**src/logic/harness_consts.svh**
```systemverilog
// Harness constants
// Bus widths, memory depths and the debug hold-off count shared by
// the packages, the RTL and the testbench

`ifndef HARNESS_CONSTS_SVH
`define HARNESS_CONSTS_SVH

// Shared bus
`define ADDR_WIDTH 32
`define DATA_WIDTH 64
`define BE_WIDTH   8

// Memories, depth in 64-bit words
`define SRAM_WORDS 1024
`define ROM_WORDS  8

// Cycles after power-on reset before debug requests reach the core
`define DEBUG_HOLDOFF_CYCLES 50

`endif

```
**src/logic/soc_map_pkg.sv**
```systemverilog
// SoC address map
// Target indices, base addresses, CLINT register offsets and the
// contents of the boot ROM

`default_nettype none

`include "harness_consts.svh"

package soc_map_pkg;

  typedef enum logic [1:0] {
    TGT_ROM   = 2'd0,
    TGT_SRAM  = 2'd1,
    TGT_CLINT = 2'd2,
    TGT_NONE  = 2'd3
  } target_e;

  // ------------------------------------------------------------
  // Address map
  // ------------------------------------------------------------
  localparam logic [`ADDR_WIDTH-1:0] ROM_BASE     = 32'h0001_0000;
  localparam logic [`ADDR_WIDTH-1:0] ROM_LENGTH   = 32'h0001_0000;
  localparam logic [`ADDR_WIDTH-1:0] CLINT_BASE   = 32'h0200_0000;
  localparam logic [`ADDR_WIDTH-1:0] CLINT_LENGTH = 32'h000C_0000;
  localparam logic [`ADDR_WIDTH-1:0] SRAM_BASE    = 32'h8000_0000;
  localparam logic [`ADDR_WIDTH-1:0] SRAM_LENGTH  = `ADDR_WIDTH'(`SRAM_WORDS * 8);

  // CLINT registers, relative to CLINT_BASE
  localparam logic [`ADDR_WIDTH-1:0] MSIP_OFFSET     = 32'h0000_0000;
  localparam logic [`ADDR_WIDTH-1:0] MTIMECMP_OFFSET = 32'h0000_4000;
  localparam logic [`ADDR_WIDTH-1:0] MTIME_OFFSET    = 32'h0000_BFF8;

  // ------------------------------------------------------------
  // Boot code, word 0 first at the bottom
  // ------------------------------------------------------------
  localparam logic [`ROM_WORDS-1:0][`DATA_WIDTH-1:0] BOOT_CODE = {
    64'h0000_0000_0000_0000,
    64'h0000_0000_0000_0000,
    64'h1050_0073_0000_0013,
    64'h0002_8067_0200_0593,
    64'h0000_0013_0102_829b,
    64'hf140_2573_0010_029b,
    64'h0000_0297_3040_5073,
    64'h3000_5073_0010_0413
  };

endpackage

`default_nettype wire

```
**src/logic/boot_rom.sv**
```systemverilog
// Boot ROM
// Fixed boot code table, one registered 64-bit word per request

`default_nettype none

`include "harness_consts.svh"

module boot_rom (
  input  logic                   clk_i,
  input  logic                   rst_ni,
  input  logic                   req_i,
  input  logic [`ADDR_WIDTH-1:0] addr_i,
  output logic [`DATA_WIDTH-1:0] rdata_o
);

  localparam int unsigned IdxWidth = $clog2(`ROM_WORDS);

  logic [`ADDR_WIDTH-4:0] word_idx;

  assign word_idx = addr_i[`ADDR_WIDTH-1:3];

  always_ff @(posedge clk_i or negedge rst_ni) begin
    if (!rst_ni) begin
      rdata_o <= '0;
    end else if (req_i) begin
      // Past the end of the table
      rdata_o <= (word_idx < `ROM_WORDS) ? soc_map_pkg::BOOT_CODE[word_idx[IdxWidth-1:0]] : '0;
    end
  end

endmodule

`default_nettype wire

```
**config.mk**
```make
export PLATFORM = sky130hd
export DESIGN_NAME = boot_rom
export DESIGN_NICKNAME = d
export VERILOG_FILES = /design/src/logic/soc_map_pkg.sv /design/src/logic/boot_rom.sv
export VERILOG_INCLUDE_DIRS = /design/src /design/src/logic
export SDC_FILE = /design/constraint.sdc
export NUM_CORES = 1
export LEC_CHECK = 0
export ABC_AREA = 1
export BUFFER_PORTS_ARGS = -buffer_cell sky130_fd_sc_hd__buf_2
export CORE_UTILIZATION = 41
export DETAILED_ROUTE_END_ITERATION = 10
export PLACE_DENSITY = 0.85
export SYNTH_ARGS = -nofsm -noshare
export SYNTH_HDL_FRONTEND = slang
export SYNTH_SLANG_ARGS = --single-unit
```
**constraint.sdc**
```tcl
create_clock -name clk_i -period 1.7 [get_ports clk_i]
set_input_delay 0.255 -clock clk_i [delete_from_list [all_inputs] [get_ports clk_i]]
set_output_delay 0.255 -clock clk_i [all_outputs]
set_load 0.01 [all_outputs]
```
After elaboration in Yosys (flattened, before gate mapping)
Memories as Yosys holds them, arrays and structs flattened.
Cells that the tools add are included.
{"block": "word_totals", "register_bits": 64, "rom_bits": 512, "inputBits": 35, "out_inout_bits": 64, "elab_cells": 6, "memories": 1}
{"block": "op_classes", "n_lt_le_gt_ge": 2, "mux": 2}
{"name": "(no name shown)", "depth": 8, "width": 64, "read_ports": 1, "rd_ports_with_merged_regs": 0, "write_ports": 0, "line": "boot_rom.sv:27", "text": "rdata_o <= (word_idx < `ROM_WORDS) ? soc_map_pkg::BOOT_CODE[word_idx[IdxWidth-1:0]] : '0;"}
{"cell": "$mux 64", "count": 2}
{"cell": "$lt 29x4->1 const B", "count": 1}
{"cell": "$lt 3x4->1 const B", "count": 1}

Depth between registers and ports, before layout
Gate-level depths: netlist of the first run.
{"block": "logic_depth", "word_depth": 3, "depth_mapped": 8, "depth_no_buf": 7}

Worst setup path after synthesis of the first run
Ideal clock, no wire load.
{"block": "synth_timing", "kind": "input to register", "start": "in addr_i[26]", "end": "reg rdata_o[46]", "setup_time_ns": 0.065, "t_arrival_ns": 1.048, "required_time_ns": 1.635, "slack_ns": 0.587, "stages": 7, "path_buffers": 1, "cell_sequence": "or2_0 -> nor2_1 -> nand2_1 -> nor2_4 -> buf_6 -> nand3_1 -> nand2_1"}
{"block": "synth_via", "elab_chain_len": 2}
{"item": "from (decl)", "line": "boot_rom.sv:12", "text": "input logic [`ADDR_WIDTH-1:0] addr_i,"}
{"item": "$lt 29x4->1 (no source line)"}
{"item": "$mux 64", "line": "boot_rom.sv:27"}
{"item": "to (signal assigned)", "line": "boot_rom.sv:27"}
{"item": "to (decl)", "line": "boot_rom.sv:13", "text": "output logic [`DATA_WIDTH-1:0] rdata_o"}
No other way between the ends.
A chain may end at the register's enable or synchronous reset.

==> impl_summary.log, run 1 <==
[metrics] synthesized netlist cell count: 164
[metrics] pin slew with the least headroom to its limit: 575 ps
[metrics] initial drt markers: 33
[metrics] final worst path period share: 68.8%
[metrics] Die Ht: 55.8 um
[metrics] starting density of the core: 43.1%
[metrics] kind of cell adding the most delay to the critical path: flip-flops
[metrics] commonest register cell after synthesis: sky130_fd_sc_hd__dfrtp_1
[metrics] hold bufs inserted after CTS: 1
[metrics] Worst Hold Margin: 272 ps
[metrics] post-synthesis sequential area ratio: 33.7%
[metrics] total via count in the routed design: 1040
[metrics] number of enable flip-flop cells after synthesis: 0
[metrics] crit path buf inv count: 1
[metrics] number of slew-limit violations in the final report: 0
[metrics] power density cells: 554 nW/um2
[metrics] clock-pin slew reported for the worst setup and hold paths after clock tree synthesis: 90 ps
[metrics] clock tree from TritonCTS: built
[metrics] deepest level of the CTS H-tree: 1
[metrics] max FFs per register: 16
[metrics] root cell of the clock tree: sky130_fd_sc_hd__clkbuf_4
[metrics] via density per instance: 4.32
[metrics] ys async rst share: 100%
[metrics] classification of the worst-slack hold path: input port to flip-flop
[metrics] run status: finished, final reports clean
[metrics] upper clock frequency limit: 0.855 GHz
[metrics] Synth Register Bits: 16
[metrics] multi-input combinational cell area: 454 um2
[metrics] GRT Resource Usage Total: 14.8%
[metrics] worst vdd ir: 0.365 mV
[metrics] final core utilization: 48.1%
[metrics] final wirelength: 2120 um
[metrics] First-pass DRT Iterations: 4
[metrics] post-synthesis cell type with the largest combined area: sky130_fd_sc_hd__dfrtp_1
[metrics] total leakage power: 0.903 nW
[metrics] count of cells resized by post-cts repair: 0
[metrics] area of the core: 2760 um2
[metrics] first-pass GRT wire length: 3720 um
[metrics] pre-CTS worst setup slack: 366 ps
[metrics] Worst path slowest cell: sky130_fd_sc_hd__dfrtp_1
[metrics] Port Buffers: 73
[metrics] top cells by instance count after synthesis: 48 x sky130_fd_sc_hd__buf_4, 46 x sky130_fd_sc_hd__nand2_1, 17 x sky130_fd_sc_hd__nor2_1
[metrics] warnings from Yosys: 0
[metrics] relative max-transition margin: 61.6%
[metrics] DRC: 0
[metrics] share of cells above drive strength 1: 37.6%
[metrics] Setup Fix Bufs, Post-CTS: 0
[metrics] die area: 3120 um2
[metrics] Net count, final: 246
[metrics] RSZ-0062 raised after global routing: no
[metrics] required time of the worst setup path: 1440 ps
[metrics] hold violation count in the final report: 0
[metrics] drt wl/cell: 8.80 um
[metrics] ranking of synthesized cells by area: sky130_fd_sc_hd__dfrtp_1 34%, sky130_fd_sc_hd__buf_4 30%, sky130_fd_sc_hd__nand2_1 15%, sky130_fd_sc_hd__nand3_1 6.3%, sky130_fd_sc_hd__nor2_1 5.4%
[metrics] setup slack after layout: 531 ps
[metrics] Crit Reg-Reg Startpoint: rdata_o[41]
[metrics] Post-Route Skew: 0 ps
[metrics] Netlist cell types: 16
[metrics] Worst Hold Launch: req_i
[metrics] maximum fanout encountered on the critical timing path: 10
[metrics] Num CTS Buffers: 3
[metrics] critical path class: flip-flop to primary output
[metrics] number of antenna violations at the first check in global routing: 0
[metrics] clock net sink count: 16
[metrics] area added between synthesis and finish: 11.7%
[metrics] final number of setup-violating endpoints: 0
[metrics] arrival time at the worst endpoint: 910 ps
[metrics] clock insertion delay at the later pin of the skew report: 290 ps
[metrics] maximum count of clock buffers along a single path: 2
[metrics] largest registers: rdata_o: 16 flops
[metrics] diode count: 0
[metrics] vias in the first global route: 944
[metrics] Antenna Nets Post-Route: 0
[metrics] number of primary I/O pins: 99
[metrics] Worst setup startpoint: rdata_o[41]
[metrics] horizontal extent of the die: 55.8 um
[metrics] maximum cell stage delay along the critical path: 460 ps
[metrics] fraction of post-synthesis cell area in the top cell type by area: 33.7%
[metrics] pin count of the biggest net entering global routing: 21
[metrics] overflow left after global routing: 0
[metrics] Core Rows: 19
[metrics] post-layout minimum cycle time: 1170 ps
[metrics] Setup crit end kind: primary output
[metrics] Final Wtd Congestion: 0.886
[metrics] cell area after synthesis: 1190 um2
[metrics] number of max-cap violations: 0
[metrics] summed negative setup slack over all endpoints: 0 ps
[metrics] average cell area after synthesis: 7.25 um2
[metrics] top-count cell post-synth: sky130_fd_sc_hd__buf_4
[metrics] Design Power: 0.735 mW
[metrics] Filler cells: 290
[metrics] Worst setup SP type: flip-flop
[metrics] ordered list of cells on the worst path: buf_2
[metrics] sequential cell area in the final layout: 400 um2
[metrics] register with the most flip-flops: rdata_o
[metrics] half-perimeter wire length after placement: 1640 um
-- cell families after synthesis --
| logic type | synth area share [%] |
|---|---|
| AO/OA/AOI/OAI | 1.68 |
| buffers and inverters | 34.7 |
| flip-flops | 33.7 |
| other | 0.315 |
| AND/OR/NAND/NOR | 29.6 |
-- final cells by class --
cell class / count / area share [%]
timing repair buffer: 74 / 28.3
sequential: 16 / 30.2
tap: 31 / 2.92
inverter: 6 / 1.70
multi-input combinational: 110 / 34.2
clock buffer: 4 / 2.73
-- placed cells by master, fill, tap and decap left out --
master                           n
sky130_fd_sc_hd__inv_1           6
sky130_fd_sc_hd__a21oi_1         1
sky130_fd_sc_hd__nor2_1         17
sky130_fd_sc_hd__nor2_4          1
sky130_fd_sc_hd__clkbuf_8        1
sky130_fd_sc_hd__dlygate4sd3_1   1
sky130_fd_sc_hd__or2_0           1
sky130_fd_sc_hd__conb_1         22
sky130_fd_sc_hd__o21ai_0         3
sky130_fd_sc_hd__clkbuf_4        3
sky130_fd_sc_hd__nand3_1        15
sky130_fd_sc_hd__buf_2          73
sky130_fd_sc_hd__dfrtp_1        16
sky130_fd_sc_hd__nand2_1        46
sky130_fd_sc_hd__nor3_1          3
sky130_fd_sc_hd__and2_2          1
-- per-layer routing --
metal  GRT usage [%]  share of wire [%]  up-vias
met5               0                  0        -
met4            9.41                1.5        0
met3            2.79                6.1        3
met2            25.1                 50       50
met1            17.2                 42      459
li1                -                  -      528
-- path summary, 6_finish.rpt --
kind | slack (ps) | cells after the start | endpoint
min | 270 | 3 | rdata_o[24]
min in group asynchronous | 390 | 2 | rdata_o[54]
max reg2reg | 990 | 2 | rdata_o[41]
max | 530 | 1 | rdata_o[14]
max in group asynchronous | 1050 | 2 | rdata_o[33]
min reg2reg | 480 | 2 | rdata_o[7]
-- per-stage QoR --
step | area (um2) | std cells
final | 1330 | 241
after global routing | 1330 | 241
after CTS | 1330 | 241
after detailed placement | 1280 | 236
after global placement | 1280 | 236
after floorplan | 1270 | 185
-- power breakdown --
| group | total, mW | switching, mW | leakage (nW) | internal, mW |
|---|---|---|---|---|
| combinational | 0.106 | 0.0693 | 0.659 | 0.0372 |
| clock | 0.248 | 0.118 | 0.0210 | 0.131 |
| sequential | 0.380 | 0.00000000310 | 0.224 | 0.380 |
Power figures use the tool's default switching activity.
==> inputs of run 2 (changes only) <==
Settings changed: ABC_AREA 1 to 0, CORE_UTILIZATION 41 to 40, PLACE_DENSITY 0.85 to 0.8.
Clock period 1.7 ns to 1.1 ns, I/O delays scaled along.
==> impl_summary.log, run 2 <==
[metrics] maximum fanout encountered on the critical timing path: 10 (unchanged)
[metrics] Setup crit end kind: primary output (unchanged)
[metrics] clock-pin slew reported for the worst setup and hold paths after clock tree synthesis: 110 ps (was 90 ps)
[metrics] summed negative setup slack over all endpoints: 0 ps (unchanged)
[metrics] Worst Hold Launch: addr_i[3] (was req_i)
[metrics] flop2flop setup slack: 280 ps (was 990 ps)
[metrics] upper clock frequency limit: 0.922 GHz
[metrics] synthesized netlist cell count: 139 (was 164)
[metrics] deepest level of the CTS H-tree: 1 (unchanged)
[metrics] post-layout minimum cycle time: 1080 ps
[metrics] pin count of the biggest net entering global routing: 17 (was 21)
[metrics] max FFs per register: 16 (unchanged)
[metrics] horizontal extent of the die: 58.9 um (was 55.8 um)
[metrics] most used routing layer: met2 (unchanged)
[metrics] total leakage power: 0.853 nW (was 0.903 nW)
[metrics] Worst setup SP type: flip-flop (unchanged)
[metrics] Netlist cell types: 27 (was 16)
[metrics] half-perimeter wire length after placement: 1910 um (was 1640 um)
[metrics] root cell of the clock tree: sky130_fd_sc_hd__clkbuf_4 (unchanged)
[metrics] number of enable flip-flop cells after synthesis: 0 (unchanged)
[metrics] Design Power: 1.21 mW (was 0.735 mW)
[metrics] ys async rst share: 100% (unchanged)
[metrics] Port Buffers: 73 (unchanged)
[metrics] kind of cell adding the most delay to the critical path: flip-flops (unchanged)
[metrics] vias in the first global route: 856 (was 944)
[metrics] met3 capacity usage during global routing: 4.84% (was 2.79%)
[metrics] average cell area after synthesis: 9.33 um2 (was 7.25 um2)
[metrics] post-synthesis cell type with the largest combined area: sky130_fd_sc_hd__dfrtp_1 (unchanged)
[metrics] number of slew-limit violations in the final report: 0 (unchanged)
[metrics] worst vdd ir: 0.464 mV (was 0.365 mV)
[metrics] classification of the worst-slack hold path: input port to flip-flop (unchanged)
[metrics] final worst path period share: 98.6%
[metrics] required time of the worst setup path: 940 ps (was 1440 ps)
[metrics] Core Rows: 20 (was 19)
[metrics] number of primary I/O pins: 99 (unchanged)
[metrics] hold violation count in the final report: 0 (unchanged)
[metrics] top-count cell post-synth: sky130_fd_sc_hd__buf_4 (unchanged)
[metrics] post-synthesis sequential area ratio: 30.9% (was 33.7%)
[metrics] First-pass DRT Iterations: 4 (unchanged)
[metrics] warnings from Yosys: 0 (unchanged)
[metrics] number of antenna violations at the first check in global routing: 0 (unchanged)
[metrics] commonest register cell after synthesis: sky130_fd_sc_hd__dfrtp_1 (unchanged)
[metrics] via density per instance: 4.29 (was 4.32)
[metrics] Worst Hold Path EP: rdata_o[24] (unchanged)
[metrics] run status: finished, final reports clean (unchanged)
[metrics] DRC: 0 (unchanged)
[metrics] largest registers: rdata_o: 16 flops (unchanged)
[metrics] clock net sink count: 16 (unchanged)
[metrics] Register-to-Register Path Depth: 3 (was 2)
[metrics] diode count: 0 (unchanged)
[metrics] Crit Reg-Reg Startpoint: rdata_o[41] (unchanged)
[metrics] global routing usage on met2: 24.5% (was 25.1%)
[metrics] Final Wtd Congestion: 0.804 (was 0.886)
[metrics] Filler cells: 302 (was 290)
[metrics] starting density of the core: 42.5% (was 43.1%)
[metrics] Die Ht: 58.9 um (was 55.8 um)
[metrics] final wirelength: 2310 um (was 2120 um)
[metrics] clock insertion delay at the later pin of the skew report: 300 ps (was 290 ps)
[metrics] die area: 3470 um2 (was 3120 um2)
[metrics] commonest non-fill, non-tap cell in the layout: sky130_fd_sc_hd__buf_2 (unchanged)
[metrics] number of instances on the worst hold path: 3 (unchanged)
[metrics] arrival time at the worst endpoint: 920 ps (was 910 ps)
[metrics] GRT Resource Usage Total: 13.8% (was 14.8%)
[metrics] power density cells: 763 nW/um2 (was 554 nW/um2)
[metrics] ranking of synthesized cells by area: sky130_fd_sc_hd__dfrtp_1 31%, sky130_fd_sc_hd__buf_4 28%, sky130_fd_sc_hd__nor4_2 5.8%, sky130_fd_sc_hd__o31ai_2 5.8%, sky130_fd_sc_hd__o32ai_2 5.0% (was sky130_fd_sc_hd__dfrtp_1 34%, sky130_fd_sc_hd__buf_4 30%, sky130_fd_sc_hd__nand2_1 15%, sky130_fd_sc_hd__nand3_1 6.3%, sky130_fd_sc_hd__nor2_1 5.4%)
[metrics] number of max-cap violations: 0 (unchanged)
[metrics] first-pass GRT wire length: 3600 um (was 3720 um)
[metrics] met1 demand-to-capacity share in global routing: 15.2% (was 17.2%)
[metrics] total via count in the routed design: 1021 (was 1040)
[metrics] crit path buf inv count: 1 (unchanged)
[metrics] clock tree from TritonCTS: built (unchanged)
[metrics] critical path class: flip-flop to primary output (unchanged)
[metrics] drt wl/cell: 9.72 um (was 8.80 um)
[metrics] r2r endpoint: rdata_o[41] (unchanged)
[metrics] Worst path slowest cell: sky130_fd_sc_hd__dfrtp_2 (was sky130_fd_sc_hd__dfrtp_1)
[metrics] RSZ-0062 raised after global routing: yes (was no)
[metrics] area added between synthesis and finish: 22.1% (was 11.7%)
[metrics] initial drt markers: 8 (was 33)
[metrics] maximum cell stage delay along the critical path: 460 ps (about the same)
[metrics] final core utilization: 51.8% (was 48.1%)
[metrics] maximum count of clock buffers along a single path: 2 (unchanged)
[metrics] ordered list of cells on the worst path: buf_2 (unchanged)
[metrics] area of the core: 3050 um2 (was 2760 um2)
[metrics] final number of setup-violating endpoints: 0 (unchanged)
[metrics] Net count, final: 230 (was 246)
[metrics] register with the most flip-flops: rdata_o (unchanged)
[metrics] highest-count cells in the layout ignoring fill and taps: 73 x sky130_fd_sc_hd__buf_2, 22 x sky130_fd_sc_hd__conb_1, 17 x sky130_fd_sc_hd__nand2_1 (was 73 x sky130_fd_sc_hd__buf_2, 46 x sky130_fd_sc_hd__nand2_1, 22 x sky130_fd_sc_hd__conb_1)
[metrics] overflow left after global routing: 0 (unchanged)
[metrics] Post-Route Skew: 0 ps (unchanged)
[metrics] Num CTS Buffers: 3 (unchanged)
[metrics] fraction of post-synthesis cell area in the top cell type by area: 30.9% (was 33.7%)
[metrics] Synth Register Bits: 16 (unchanged)
[metrics] Worst Hold Margin: 191 ps (was 272 ps)
[metrics] share of cells above drive strength 1: 56.2% (was 37.6%)
[metrics] Antenna Nets Post-Route: 0 (unchanged)
[metrics] top cells by instance count after synthesis: 48 x sky130_fd_sc_hd__buf_4, 17 x sky130_fd_sc_hd__nand2_1, 16 x sky130_fd_sc_hd__dfrtp_1 (was 48 x sky130_fd_sc_hd__buf_4, 46 x sky130_fd_sc_hd__nand2_1, 17 x sky130_fd_sc_hd__nor2_1)
[metrics] cell area after synthesis: 1300 um2 (was 1190 um2)
## run 2: cell count changes in the layout (fill, tap and decap cells not counted), sizes merged, moves of 2 or more
| cell | change |
|---|---|
| o41ai | +3 |
| nand2 | -29 |
| nand3 | -11 |
| inv | +3 |
| nor4 | +6 |
| o32ai | +7 |
| nand2b | +2 |
| o31ai | +6 |
| nor2 | -15 |
| buf | +11 |
| nor3 | -3 |
| nor2b | +2 |
## run 2: power breakdown
part	internal, mW	switching (mW)
clock network	0.202	0.202
logic	0.0802	0.135
registers	0.588	0.00000000489
## run 2: cells by family after synthesis
family                 synth area share, %
AOI/OAI and AO/OA                     17.2
and+or+nand+nor                       17.7
other                                0.289
muxes                                0.772
buffers and inverters                 33.2
DFF                                   30.9
## run 2: how the worst max path moves through the flow
stage | startpoint | endpoint | slack, ps | cells past startpoint
after global placement | addr_i[21] | rdata_o[10] | -220 | 5
after global routing | rdata_o[41] | rdata_o[29] | -30 | 1
after CTS | rdata_o[41] | rdata_o[28] | 2 | 1
after detailed placement | addr_i[21] | rdata_o[61] | -310 | 5
final | rdata_o[41] | rdata_o[12] | 20 | 1
after floorplan | addr_i[21] | rdata_o[33] | 1 | 4
## run 2: timing repair
action                     CTS  global route
setup endpoints to repair    9            15
hold endpoints to repair    16             0
setup buffers                0             2
hold buffers                 1             0
resized for setup            1             1
## run 2: layer usage
layer  routed length (um)  vias to the layer above
met4                   21                        0
li1                     -                      511
met5                    0                        -
met3                  146                        5
met2                 1180                       48
met1                  965                      457
## run 2: layout make-up
type / instances / area [um2] / area share [%]
Tap cell: 44 / 55.1 / 3.48
Sequential cell: 16 / 403 / 25.5
Clock buffer: 4 / 36.3 / 2.29
Timing Repair Buffer: 85 / 458 / 28.9
Multi-Input combinational cell: 80 / 597 / 37.7
Inverter: 9 / 33.8 / 2.13
## run 2: per-stage QoR
stage	std cells	setup WS (ps)	area (um2)
global route	238	-27.8	1580
global placement	231	-215	1520
detailed placement	231	-306	1520
finish	238	15.9	1580
CTS	236	2.27	1570
floorplan	160	0.989	1430
