**src/logic/harness_consts.svh**
```systemverilog
// Harness constants
// Bus widths, memory depths and the debug hold-off count shared by
// the packages, the RTL and the testbench

`ifndef HARNESS_CONSTS_SVH
`define HARNESS_CONSTS_SVH

// Shared bus
`define ADDR_WIDTH 32
`define DATA_WIDTH 64
`define BE_WIDTH   8

// Memories, depth in 64-bit words
`define SRAM_WORDS 1024
`define ROM_WORDS  8

// Cycles after power-on reset before debug requests reach the core
`define DEBUG_HOLDOFF_CYCLES 50

`endif

```
**src/logic/soc_map_pkg.sv**
```systemverilog
// SoC address map
// Target indices, base addresses, CLINT register offsets and the
// contents of the boot ROM

`default_nettype none

`include "harness_consts.svh"

package soc_map_pkg;

  typedef enum logic [1:0] {
    TGT_ROM   = 2'd0,
    TGT_SRAM  = 2'd1,
    TGT_CLINT = 2'd2,
    TGT_NONE  = 2'd3
  } target_e;

  // ------------------------------------------------------------
  // Address map
  // ------------------------------------------------------------
  localparam logic [`ADDR_WIDTH-1:0] ROM_BASE     = 32'h0001_0000;
  localparam logic [`ADDR_WIDTH-1:0] ROM_LENGTH   = 32'h0001_0000;
  localparam logic [`ADDR_WIDTH-1:0] CLINT_BASE   = 32'h0200_0000;
  localparam logic [`ADDR_WIDTH-1:0] CLINT_LENGTH = 32'h000C_0000;
  localparam logic [`ADDR_WIDTH-1:0] SRAM_BASE    = 32'h8000_0000;
  localparam logic [`ADDR_WIDTH-1:0] SRAM_LENGTH  = `ADDR_WIDTH'(`SRAM_WORDS * 8);

  // CLINT registers, relative to CLINT_BASE
  localparam logic [`ADDR_WIDTH-1:0] MSIP_OFFSET     = 32'h0000_0000;
  localparam logic [`ADDR_WIDTH-1:0] MTIMECMP_OFFSET = 32'h0000_4000;
  localparam logic [`ADDR_WIDTH-1:0] MTIME_OFFSET    = 32'h0000_BFF8;

  // ------------------------------------------------------------
  // Boot code, word 0 first at the bottom
  // ------------------------------------------------------------
  localparam logic [`ROM_WORDS-1:0][`DATA_WIDTH-1:0] BOOT_CODE = {
    64'h0000_0000_0000_0000,
    64'h0000_0000_0000_0000,
    64'h1050_0073_0000_0013,
    64'h0002_8067_0200_0593,
    64'h0000_0013_0102_829b,
    64'hf140_2573_0010_029b,
    64'h0000_0297_3040_5073,
    64'h3000_5073_0010_0413
  };

endpackage

`default_nettype wire

```
**src/logic/clint.sv**
```systemverilog
// Core-local interruptor
// Machine timer counting rtc edges, timer compare and software
// interrupt registers for a single hart

`default_nettype none

`include "harness_consts.svh"

module clint (
  input  logic                   clk_i,
  input  logic                   rst_ni,
  input  logic                   rtc_i,
  input  logic                   req_i,
  input  logic                   we_i,
  input  logic [`ADDR_WIDTH-1:0] addr_i,
  input  logic [`BE_WIDTH-1:0]   be_i,
  input  logic [`DATA_WIDTH-1:0] wdata_i,
  output logic [`DATA_WIDTH-1:0] rdata_o,
  output logic                   timer_irq_o,
  output logic                   ipi_o
);

  logic                   rtc_q;
  logic                   tick;
  logic [`DATA_WIDTH-1:0] mtime_q;
  logic [`DATA_WIDTH-1:0] mtimecmp_q;
  logic                   msip_q;
  logic                   sel_msip;
  logic                   sel_cmp;
  logic                   sel_time;

  function automatic logic [`DATA_WIDTH-1:0] merge_bytes(
    input logic [`DATA_WIDTH-1:0] old_val,
    input logic [`DATA_WIDTH-1:0] new_val,
    input logic [`BE_WIDTH-1:0]   be
  );
    logic [`DATA_WIDTH-1:0] res;
    res = old_val;
    for (int unsigned i = 0; i < `BE_WIDTH; i++) begin
      if (be[i]) res[8*i +: 8] = new_val[8*i +: 8];
    end
    return res;
  endfunction

  assign sel_msip = addr_i[`ADDR_WIDTH-1:3] == soc_map_pkg::MSIP_OFFSET[`ADDR_WIDTH-1:3];
  assign sel_cmp  = addr_i[`ADDR_WIDTH-1:3] == soc_map_pkg::MTIMECMP_OFFSET[`ADDR_WIDTH-1:3];
  assign sel_time = addr_i[`ADDR_WIDTH-1:3] == soc_map_pkg::MTIME_OFFSET[`ADDR_WIDTH-1:3];

  // Rising edge of the real-time clock
  assign tick = rtc_i & ~rtc_q;

  always_ff @(posedge clk_i or negedge rst_ni) begin
    if (!rst_ni) begin
      rtc_q      <= 1'b0;
      mtime_q    <= '0;
      mtimecmp_q <= '1;
      msip_q     <= 1'b0;
      rdata_o    <= '0;
    end else begin
      rtc_q <= rtc_i;
      // A write to mtime takes priority over the tick
      if (req_i && we_i && sel_time) begin
        mtime_q <= merge_bytes(mtime_q, wdata_i, be_i);
      end else if (tick) begin
        mtime_q <= mtime_q + 1'b1;
      end
      if (req_i && we_i && sel_cmp) mtimecmp_q <= merge_bytes(mtimecmp_q, wdata_i, be_i);
      if (req_i && we_i && sel_msip && be_i[0]) msip_q <= wdata_i[0];
      if (req_i && !we_i) begin
        rdata_o <= sel_time ? mtime_q :
                   sel_cmp  ? mtimecmp_q :
                   sel_msip ? `DATA_WIDTH'(msip_q) : '0;
      end
    end
  end

  assign timer_irq_o = mtime_q >= mtimecmp_q;
  assign ipi_o       = msip_q;

endmodule

`default_nettype wire

```
**config.mk**
```make
export PLATFORM = sky130hd
export DESIGN_NAME = clint
export DESIGN_NICKNAME = d
export VERILOG_FILES = /design/src/logic/soc_map_pkg.sv /design/src/logic/clint.sv
export VERILOG_INCLUDE_DIRS = /design/src /design/src/logic
export SDC_FILE = /design/constraint.sdc
export NUM_CORES = 1
export LEC_CHECK = 0
export ABC_AREA = 0
export BUFFER_PORTS_ARGS = -buffer_cell sky130_fd_sc_hd__clkbuf_2
export CELL_PAD_IN_SITES_DETAIL_PLACEMENT = 1
export CELL_PAD_IN_SITES_GLOBAL_PLACEMENT = 1
export CORE_MARGIN = 4
export CORE_UTILIZATION = 45
export CTS_CLUSTER_SIZE = 20
export DETAILED_ROUTE_END_ITERATION = 7
export GPL_TIMING_DRIVEN = 0
export PLACE_DENSITY = 0.86
export SLEW_MARGIN = 10
export SYNTH_ARGS = -nofsm -noshare
export SYNTH_HDL_FRONTEND = slang
export SYNTH_SLANG_ARGS = --single-unit
```
**constraint.sdc**
```tcl
create_clock -name clk_i -period 3.1 [get_ports clk_i]
set_input_delay 0.62 -clock clk_i [delete_from_list [all_inputs] [get_ports clk_i]]
set_output_delay 0.62 -clock clk_i [all_outputs]
set_load 0.05 [all_outputs]
```
## After elaboration in Yosys (flattened, before gate mapping)

Cells that the tools add are included.

| word-level totals | value |
|---|---|
| input port bits | 109 |
| register bits after elaboration | 194 |
| word-level logic and storage cells | 71 |

| operators by class | value |
|---|---|
| multiplexer cells | 13 |
| equality and inequality tests | 10 |
| add/subtract/negate cells | 1 |
| magnitude comparators | 1 |
| bitwise operators | 2 |
| reductions and logical operators | 25 |

Operator list:

| operator | number |
|---|---|
| 64-bit 2-to-1 mux | 4 |
| 64-bit by 1-bit adder with 64-bit output (second input constant) | 1 |
| 64-bit >= comparator | 1 |
| 8-bit 2-to-1 mux | 8 |
| 2-bit AND reduction | 16 |
| 29-bit by 12-bit equality test with 1-bit output (second input constant) | 1 |
| 29-bit by 13-bit equality test with 1-bit output (second input constant) | 1 |
| 29-bit zero test | 1 |
| 2-bit inequality test (second input constant) | 8 |
| 1-bit logical AND | 6 |
| 2-bit nonzero test | 1 |
| 1-bit AND | 1 |
| 1-bit zero test | 1 |
| 1-bit 2-to-1 mux | 1 |
| 1-bit NOT | 1 |

## Longest topological paths before layout

Gate-level depths: netlist (run 1).

| depth | value |
|---|---|
| word-level depth | 4 |
| depth in mapped cells | 9 |
| depth with buffers taken out | 8 |

## Least setup slack after synthesis (run 1)

OpenSTA, ideal clock, no wires.

| timing | value |
|---|---|
| path type | reg2out |
| start | register mtimecmp_q[21] |
| end | output timer_irq_o |
| setup slack | 0.359 ns |
| data arrival time | 2.121 ns |
| data required time | 2.480 ns |
| buffers on the path | 0 |
| stages on the path, launching flop included | 9 |
| cell sequence | dfstp_2 -> inv_1 -> ha_1 -> a21o_1 -> nand3_1 -> a21oi_1 -> o31a_1 -> o311ai_0 -> nand3_1 |

| on the way | value |
|---|---|
| word-level cells in the longest chain between the ends | 1 |

RTL lines:

| item | RTL line | source |
|---|---|---|
| from (decl) | clint.sv:26 | `` logic [`DATA_WIDTH-1:0] mtimecmp_q; `` |
| from (signal assigned) | clint.sv:67 | `if (req_i && we_i && sel_cmp) mtimecmp_q <= merge_bytes(mtimecmp_q, wdata_i, be_i);` |
| 64-bit >= comparator | clint.sv:77 | `assign timer_irq_o = mtime_q >= mtimecmp_q;` |
| to (decl) | clint.sv:19 | `output logic timer_irq_o,` |

Every way passes these cells.

## Worst setup path in the final report (run 1)

| timing | value |
|---|---|
| start | register mtimecmp_q[15] |
| end | output timer_irq_o |

Same word-level chain as after synthesis.

==> summary.txt, run 1 <==
Cells and area
  • Most frequent cells in the layout: 167 x clkbuf_2, 135 x a21oi_1, 132 x nor2_1
  • NumNets Final: 1569
  • Share of cells above drive strength 1: around 28%
  • Commonest non-fill, non-tap cell in the layout: clkbuf_2
  • Finished Core Util: between 50% and 60%
  • Area grow syn2layout: 17.71%

Setup path
  • Cell Chain, Critical Path: inv_2 > ha_4 > nand4_1 > or3_4 > o41ai_4 > o211ai_1 > nand3_2 > buf_8
  • Data arrival, critical path: between 2000 and 3000 ps
  • Cell family with most CP delay: simple AND/OR/NAND/NOR gates
  • CP max stage cell: dfstp_2
  • Setup crit start kind: register
  • CP Capture Type: output port
  • Critical Path Fanout Max: 2
  • CP peak stage delay: approximately 550 ps
  • Crit path required time: around 2500 ps
  • Crit path kind: reg -> out
  • Buffers & Inverters on Critical Path: 2

Floorplanning
  • I/O pin total: 175
  • Die span in x: 169.3 um
  • Chip height: roughly 170 um
  • Die area: 28660 sq um
  • Site Rows: just under 60
  • Initial Utilization: 46.08%
  • Core Region: around 25000 sq um

Placement
  • Final HPWL DP: between 20 and 30 mm
  • Input/output buffers: approximately 170
  • Final Wtd Congestion: 0.8936

STA
  • Hold Slack: ~90 ps
  • Final Cycle Share: 111.1%
  • Slew @ Worst Pin: 1097 ps
  • RSZ-0062 raised after global routing: yes
  • Max_slew headroom: 26.54%
  • Pins Over Slew Limit: 0
  • F_max: 0.2905 GHz
  • Final setup fails: 1
  • Final Critical Period: between 3000 and 4000 ps
  • Clock skew: roughly 12 ps
  • Final hold vios: 0
  • Setup slack after layout: -342.7 ps

GRT
  • Gr usage total: between 20% and 30%
  • Initial antenna violation count: 1
  • First-pass GRT wire length: between 60 and 70 mm
  • Vias in the first global route: between 10000 and 15000
  • Largest net degree at the start of global routing: 90
  • GRT overflow: 0

Clock tree
  • Clock Tree Buf Depth: 2
  • CTS sink count: around 190
  • CTS clk-pin slew, worst paths: around 80 ps
  • Num CTS Buffers: 17
  • Root Driver: clkbuf_16
  • CTS tree: yes
  • H-Tree Depth: 4
  • Clk_lat worst skew: roughly 450 ps

Detailed routing
  • Post-route DRC: 0
  • Avg Vias per Cell: about 6.3
  • Vias: approximately 11000
  • Initial DRC count: 882
  • First drt pass iteration count: 5
  • Final WL: slightly above 40 mm
  • Final ANT Viol Nets: 0
  • Drt wl/cell: roughly 24 um

Synth
  • Seq cells post-synth: roughly 190
  • Mean Syn Cell Area: between 9 and 10 sq um
  • Sequential area share after synthesis: a little over two fifths
  • EDFF count, synth: 0
  • Netlist cell types: a little under 70
  • Mapped Nets: approximately 1400
  • Top_reg_cell synth: dfrtp_1
  • Cells after Synth: 1200
  • Asr flop ratio synth: between 90% and 100%
  • YS warnings: 0
  • Syn Std Cell Area: roughly 12000 sq um

Worst hold path
  • Worst hold path type: in -> async

Flow run
  • Max cap viols: 0

Pwr
  • Sw Share: 32.63%
  • Share of power burned in registers: around 46%
  • Peak supply drop: between 200 and 300 uV
  • P_leak: between 6 and 7 nW
  • Switching power: 0.001972 W
  • Pwr dens: approximately 440 nW/um^2
  • Clock network power share: 37.3%
  • Power Internal: 0.004071 W
  • Combinational share of power: about 17%

Run status
  • Status: complete, but fails checks
  • Failing checks: negative setup slack
==> power groups by stage <==
| stage | Sequential, W | Combinational [W] | Clock (W) |
|---|---|---|---|
| after floorplan | 0.00313 | 0.000255 | 0 |
| after global placement | 0.00282 | 0.000946 | 0 |
| after detailed placement | 0.00283 | 0.000978 | 0 |
| after CTS | 0.00278 | 0.00101 | 0.00226 |
| after global routing | 0.00280 | 0.00108 | 0.00237 |
| final | 0.00278 | 0.00101 | 0.00225 |
==> stage by stage <==
stage,worst slack (ps),instance area (sq um),TNS [ps],instances,total power (W)
global route,-411.1,13780,-411.1,1739,0.006254
finish,-342.7,13780,-342.7,1739,0.006044
global placement,-2481,12960,-392820,1699,0.003765
floorplan,359.0,11710,0,1200,0.003390
detailed placement,-350.8,13030,-5598,1701,0.003806
CTS,-316.1,13750,-316.1,1737,0.006057
==> final cells by class <==
type,count,area (sq um)
antenna,1,2.502
buffer,49,224.0
clock buffer,18,429.2
clock inverter,14,146.4
fill,2942,11620
inverter,76,285.3
multi-input combinational,881,6386
sequential,194,4935
tap,330,412.9
timing repair buffer,176,957.2
==> registers in the layout, summed over array words and instances (netlist names) <==
register / count
rdata_o: 64
ipi_o: 1
mtimecmp_q: 64
mtime_q: 64
rtc_q: 1
==> worst reg2reg max path: cells and delay by family, from the launching register on <==
kind	cells	cell delay [ps]
AO/OA/AOI/OAI	2	440
buffers and inverters	1	250
flip-flops	1	390
AND/OR/NAND/NOR	4	1680
==> timing repair <==
item / in CTS / in global routing
endpoints found under the setup margin: 1 / 8
buffers inserted: 4 / 1
hold buffers: 0 / 0
resized for setup: 19 / 4
pin swaps: 7 / 7
==> path summary, 6_finish.rpt <==
check / from / to / slack [ps] / cells after the start
worst max register to register: mtime_q[12] / mtime_q[61] / 230 / 7
max in group asynchronous: rst_ni / mtimecmp_q[27] / 2220 / 2
min in group clk_i: rtc_i / rtc_q / 340 / 1
worst min-delay path: rst_ni / rdata_o[0] / 90 / 1
worst min register to register: rdata_o[50] / rdata_o[50] / 530 / 2
worst max-delay path: mtimecmp_q[15] / timer_irq_o / -340 / 8
==> synthesized netlist by cell type, types with 5 or more instances <==
master	number	area, sq um
a21oi_1	135	675.7
nor2_1	132	495.5
dfrtp_1	130	3253
inv_1	76	285.3
nand2_1	74	277.8
a22oi_1	65	488.0
ha_1	65	813.3
dfstp_2	64	1682
mux2_4	64	960.9
nand3_1	45	225.2
o21ai_0	35	175.2
nand4_1	34	212.7
clkbuf_1	30	112.6
nor3_1	20	100.1
and3_1	19	118.9
a211o_1	14	122.6
nor4_1	13	81.33
nand2b_1	11	68.82
a21o_1	10	75.07
and2_1	10	62.56
and4_1	10	87.58
nand2_8	8	160.2
a211oi_1	7	52.55
buf_1	7	26.28
buf_2	7	35.03
o211ai_1	7	52.55
o22ai_1	7	43.79
o32ai_1	7	61.31
or3_1	7	43.79
a31oi_1	6	37.54
nand4b_1	6	52.55
a221oi_1	5	43.79
a311oi_1	5	43.79
nor4_4	5	106.4
o31ai_1	5	37.54
==> cells by family after synthesis <==
kind of cell / count (synthesis) / share of synthesized area [%]
adders and majority gates: 65 / 6.948
xor gates and xnor gates: 1 / 0.07484
buffers and inverters: 125 / 4.351
and+or+nand+nor: 417 / 19.80
DFF: 194 / 42.16
muxes: 68 / 8.573
AOI/OAI and AO/OA: 330 / 18.10
==> metal layers <==
metal	wire, um	GRT usage [%]	up-vias	part of all wire [%]
li1	-	-	4834	-
met1	16980	37.21	5482	41
met2	19890	48.20	485	49
met3	2724	4.170	107	6.6
met4	1401	9.275	0	3.4
met5	0	0	-	0
No activity file was read; power rests on OpenSTA's default activity.
==> run 2, diff against run 1 <==
- ABC_AREA: 0 -> 1
- CORE_UTILIZATION: 45 -> 42
==> summary.txt, run 2 <==
Run status
  • Status: finished, final reports clean

Setup path
  • Buffers & Inverters on Critical Path: 2
  • Cell Chain, Critical Path: inv_1 > ha_1 > nand2_1 > nor4_4 > nand2_1 > nor2_1 > nand2_2 > nand2_2 > buf_8
  • Critical register-to-register path startpoint: mtime_q[1]
  • Register-to-Register Path Depth: 12
  • Setup crit start kind: register
  • Reg2Reg Setup Slack: roughly 540 ps
  • Data arrival, critical path: 2460 ps
  • Cell family with most CP delay: simple AND/OR/NAND/NOR gates
  • CP peak stage delay: approximately 530 ps
  • CP Capture Type: output port
  • CP max stage cell: dfstp_2
  • Crit path required time: 2480 ps
  • Crit path kind: reg -> out
  • Critical Path Fanout Max: 3
  • Worst flop-to-flop path endpoint: mtime_q[56]

Cells and area
  • Most frequent cells in the layout: 714 x nand2_1, 208 x inv_1, 169 x clkbuf_2
  • Top Registers: mtime_q: 64 flops, mtimecmp_q: 64 flops, rdata_o: 64 flops
  • Share of cells above drive strength 1: between 10% and 20%
  • # fillers: about 4000
  • FF+latch area: just under 5000 sq um
  • NumNets Final: between 2000 and 2500
  • Multi-input logic area: about 7000 sq um
  • Diode count: 0
  • Area grow syn2layout: 16.97%
  • Finished Core Util: roughly 50%
  • Commonest non-fill, non-tap cell in the layout: nand2_1

Detailed routing
  • Post-route DRC: 0
  • Vias: approximately 14000
  • First drt pass iteration count: 7
  • Avg Vias per Cell: ~5.5
  • Final WL: about 50 mm
  • Initial DRC count: between 1000 and 1500
  • Drt wl/cell: between 20 and 25 um
  • Final ANT Viol Nets: 0

STA
  • Final setup fails: 0
  • Setup TNS: 0 ps
  • Final Critical Period: between 3000 and 4000 ps
  • Slew @ Worst Pin: around 960 ps
  • Pins Over Slew Limit: 0
  • F_max: 0.3242 GHz
  • Max_slew headroom: 36.21%
  • Final hold vios: 0
  • Final Cycle Share: 99.51%
  • Hold Slack: approximately 76 ps
  • Clock skew: 18.64 ps

Floorplanning
  • Initial Utilization: 42.56%
  • I/O pin total: 175
  • Die area: roughly 34000 sq um
  • Site Rows: 64
  • Die span in x: roughly 180 um
  • Core Region: between 30000 and 40000 sq um
  • Chip height: approximately 180 um

Clock tree
  • CTS tree: yes
  • Total setup buffers inserted after CTS: 0
  • Clock Tree Buf Depth: 2
  • Num CTS Buffers: 17
  • H-Tree Depth: 4
  • CTS sink count: 194
  • Clk_lat worst skew: approximately 470 ps
  • Root Driver: clkbuf_16
  • CTS clk-pin slew, worst paths: 80 ps

Pwr
  • Power Internal: between 0.004 and 0.005 W
  • Combinational share of power: 17.3%
  • Switching power: 0.002110 W
  • Final Total Pwr: between 0.006 and 0.007 W
  • Peak supply drop: around 420 uV
  • Share of power burned in registers: between 40% and 50%
  • Sw Share: 33.47%
  • Pwr dens: between 400 and 500 nW/um^2
  • Clock network power share: 36.2%
  • P_leak: about 8.0 nW

GRT
  • Gr usage total: between 20 and 30%
  • Largest net degree at the start of global routing: 87
  • Vias in the first global route: 14472
  • Initial antenna violation count: 0
  • First-pass GRT wire length: slightly below 80 mm
  • GRT overflow: 0

Synth
  • Asr flop ratio synth: 100.0%
  • Syn Std Cell Area: roughly 13000 sq um
  • Mean Syn Cell Area: between 6 and 7 sq um
  • Cells after Synth: 1868
  • Ranking of synthesized cells by area: dfrtp_1 25%, nand2_1 21%, dfstp_2 13%
  • Top_reg_cell synth: dfrtp_1
  • Seq cells post-synth: 194
  • Top-area cell type share of the netlist area: around a quarter
  • Top cell types by occurrence after synthesis: 724 x nand2_1, 211 x inv_1, 159 x nor2_1, 130 x dfrtp_1, 104 x nand3_1
  • Most numerous cell in the Yosys netlist: nand2_1
  • EDFF count, synth: 0
  • Sequential area share after synthesis: 38.00%
  • Netlist cell types: 43
  • Mapped Nets: between 2000 and 2500
  • YS warnings: 0
  • Post-synth top area cell: dfrtp_1

Placement
  • Input/output buffers: 171
  • Final HPWL DP: around 38 mm
  • Final Wtd Congestion: 0.9724

Worst hold path
  • Worst hold path type: in -> async

Flow run
  • Max cap viols: 0
==> run 2: layout make-up <==
type                            instances  share of cell area (%)
Buffer                                 53                   2.068
Clock buffer                           19                   2.916
Clock inverter                         13                  0.8402
Inverter                              217                   5.395
Multi-Input combinational cell       1404                   46.91
Sequential cell                       194                   32.49
Tap cell                              396                   3.262
Timing Repair Buffer                  173                   6.120
==> run 2: metrics by stage <==
stage          worst slack [ps]  std cells  cell area, sq um
3_5_place_dp              255.2       2437             14400
2_1_floorplan             690.3       1868             12990
6_report                  15.10       2469             15190
4_1_cts                   4.469       2469             15040
3_3_place_gp              -2472       2435             14340
5_1_grt                  -45.24       2469             15190
==> run 2: worst max path at each step <==
stage / from / to / cells after the start
CTS: mtimecmp_q[5] / timer_irq_o / 13
global placement: rst_ni / rdata_o[63] / 1
global route: mtimecmp_q[61] / timer_irq_o / 9
detailed placement: addr_i[18] / rdata_o[36] / 11
floorplan: mtimecmp_q[63] / timer_irq_o / 8
finish: mtimecmp_q[60] / timer_irq_o / 9
==> run 2: timing repair <==
action | CTS | global route
pin swaps | 3 | 9
setup endpoints to repair | 1 | 1
hold buffers | 0 | 0
resized for setup | 14 | 32
hold endpoints to repair | 0 | 0
==> run 2: worst reg2reg max path: cells and delay by family, from the launching register on <==
kind                       cells  cell delay [ps]
adders and majority gates      1              320
buffers and inverters          1              100
DFF                            1              450
and+or+nand+nor               10             1580
==> run 2: kinds of logic after synthesis <==
logic type      Yosys count  synth area share, %
compound gates          232                9.962
xor+xnor                 23                1.551
fa+ha+maj                65                6.263
buf+inv                 270                8.729
flops                   194                38.00
simple gates           1084                35.49
==> run 2: per-layer routing <==
| layer | global-route usage, % | part of all wire, % | up-vias |
|---|---|---|---|
| met5 | 0 | 0 | - |
| met1 | 38.57 | 43 | 6689 |
| met3 | 4.749 | 6.1 | 99 |
| met4 | 10.29 | 3.1 | 0 |
| li1 | - | - | 6336 |
| met2 | 49.84 | 48 | 479 |
==> run 2: power by group through the flow <==
stage	combinational, W	clock, W	sequential [W]
after global routing	0.00123	0.00239	0.00295
after detailed placement	0.000991	0	0.00295
after global placement	0.000921	0	0.00294
after floorplan	0.000613	0	0.00287
after CTS	0.00103	0.00229	0.00291
final	0.00109	0.00228	0.00293
==> run 3, diff against run 2 <==
- CTS_CLUSTER_SIZE: 20 -> 8
- PLACE_DENSITY: 0.86 -> 0.8
==> summary.txt, run 3 (synthesized netlist as in run 2, its figures left out) <==
Cells and area
  • Diode count: 0
  • Top Registers: mtime_q: 64 flops, mtimecmp_q: 64 flops, rdata_o: 64 flops
  • Share of cells above drive strength 1: between 10% and 20%
  • Most frequent cells in the layout: 712 x nand2_1, 207 x inv_1, 169 x clkbuf_2
  • NumNets Final: about 2200
  • Commonest non-fill, non-tap cell in the layout: nand2_1
  • Design area: approximately 15000 sq um
  • Area grow syn2layout: 17.39%

Clock tree
  • Clock Tree Buf Depth: 2
  • Total setup buffers inserted after CTS: 0
  • Root Driver: clkbuf_16
  • CTS tree: yes
  • CTS clk-pin slew, worst paths: 80 ps
  • H-Tree Depth: 4
  • Num CTS Buffers: 17
  • Clk_lat worst skew: around 460 ps
  • CTS sink count: between 150 and 200

STA
  • Max_slew headroom: a little over a fifth
  • Final Cycle Share: ~98%
  • Final setup fails: 0
  • Final Critical Period: just over 3000 ps
  • Pins Over Slew Limit: 0
  • Final hold vios: 0
  • Hold Slack: approximately 330 ps
  • Slew @ Worst Pin: around 1200 ps
  • F_max: between 0.3 and 0.4 GHz
  • Clock skew: 10.01 ps

Detailed routing
  • Initial DRC count: between 800 and 900
  • Final WL: between 40 and 50 mm
  • Vias: 13346
  • Post-route DRC: 0
  • Final ANT Viol Nets: 0
  • First drt pass iteration count: 8
  • Avg Vias per Cell: 5.403
  • Drt wl/cell: between 20 and 25 um

Setup path
  • Setup crit start kind: register
  • Worst flop-to-flop path endpoint: mtime_q[56]
  • Critical Path Fanout Max: 2
  • Register-to-Register Path Depth: 12
  • Critical register-to-register path startpoint: mtime_q[1]
  • CP Capture Type: output port
  • Reg2Reg Setup Slack: about 430 ps
  • Crit path required time: between 2000 and 2500 ps
  • Data arrival, critical path: around 2400 ps
  • Crit path kind: reg -> out

Worst hold path
  • Worst hold path type: in -> reg
  • Hold_sp: rtc_i
  • Hold Path End: rtc_q
  • Hold depth: 1

GRT
  • First-pass GRT wire length: approximately 77 mm
  • Gr usage total: 29.34%
  • Vias in the first global route: approximately 14000
  • Largest net degree at the start of global routing: 99
  • GRT overflow: 0
  • Initial antenna violation count: 1

Placement
  • Final HPWL DP: about 38 mm
  • Input/output buffers: around 170
  • Placed cell area: around 14000 sq um
  • Final Wtd Congestion: slightly below 1

Pwr
  • Pwr dens: 413.5 nW/um^2
  • Peak supply drop: approximately 400 uV
  • P_leak: roughly 8 nW

Floorplanning
  • Core Region: 30510 sq um
  • Chip height: roughly 180 um
  • Die span in x: roughly 180 um
  • I/O pin total: 175
  • Initial Utilization: a little over two fifths
  • Die area: 33800 sq um
  • Site Rows: 64

Run status
  • Status: finished, final reports clean

Flow run
  • Max cap viols: 0
[run 3: changes by cell type in the layout (fill, tap and decap cells not counted), moves of 2 or more]
| cell | previous run | this run |
|---|---|---|
| nand3_2 | 5 | 3 |
| a21oi_2 | 5 | 7 |
| nand3_1 | 101 | 103 |
| o21ai_1 | 32 | 34 |
| inv_8 | 0 | 3 |
| nand2_1 | 714 | 712 |
| a21oi_1 | 31 | 29 |
| o21ai_0 | 89 | 87 |
[run 3: cell type report]
| cell class | instances | area (sq um) |
|---|---|---|
| Sequential cell | 194 | 4935 |
| Clock buffer | 18 | 439.2 |
| Inverter | 217 | 822.0 |
| Fill cell | 4090 | 15260 |
| Buffer | 53 | 314.1 |
| Multi-Input combinational cell | 1404 | 7156 |
| Timing Repair Buffer | 174 | 939.7 |
| Clock inverter | 14 | 143.9 |
| Tap cell | 396 | 495.5 |
[run 3: worst max-delay path: stages (launching register included)]
cell     delay [ps]
dfstp_2         540
inv_1            60
ha_1            270
nand2_1          80
nor2_4          120
nand4_1         130
nand3_2         140
nand2_2          60
nand2_2          90
nand2_2          80
nand2_4         100
nand2_4          60
nand2_4          70
buf_8           140
[run 3: repair_timing]
action	CTS	global route
pin swaps	3	19
gates resized for setup	13	43
gates cloned	0	0
hold endpoints to repair	1	0
hold buffers	1	0
endpoints found under the setup margin	1	1
[run 3: layer usage]
layer / global-route usage, % / routed length [um] / part of all wire [%]
met1: 39.17 / 21700 / 44
met4: 11.51 / 1931 / 3.9
met5: 0 / 7 / 0.014
met3: 5.639 / 3007 / 6.1
met2: 47.19 / 22910 / 46
[run 3: worst max-delay path by stage]
stage / startpoint / endpoint / slack (ps) / cells past startpoint
6_report: mtimecmp_q[4] / timer_irq_o / 80 / 13
5_1_grt: mtimecmp_q[1] / timer_irq_o / -20 / 15
4_1_cts: mtimecmp_q[1] / timer_irq_o / 4 / 15
3_5_place_dp: addr_i[18] / rdata_o[36] / 220 / 11
3_3_place_gp: rst_ni / rdata_o[63] / -2540 / 1
2_1_floorplan: mtimecmp_q[63] / timer_irq_o / 690 / 8
[run 3: through the flow]
| step | utilization, % | power [W] | std cells | setup WS (ps) | TNS (ps) |
|---|---|---|---|---|---|
| 2_1_floorplan | - | 0.003479 | 1868 | 690.3 | 0 |
| 3_3_place_gp | 46.99 | 0.003878 | 2435 | -2542 | -398610 |
| 3_5_place_dp | 47.20 | 0.003938 | 2437 | 216.0 | 0 |
| 4_1_cts | 49.29 | 0.006252 | 2470 | 4.055 | 0 |
| 5_1_grt | 49.97 | 0.006647 | 2470 | -16.72 | -16.72 |
| 6_report | 49.97 | 0.006303 | 2470 | 76.10 | 0 |
[run 3: power breakdown]
| group | switching (W) | total [W] | internal [W] |
|---|---|---|---|
| sequential | 0.000267 | 0.00293 | 0.00267 |
| clock | 0.00113 | 0.00229 | 0.00116 |
| combinational | 0.000692 | 0.00108 | 0.000387 |
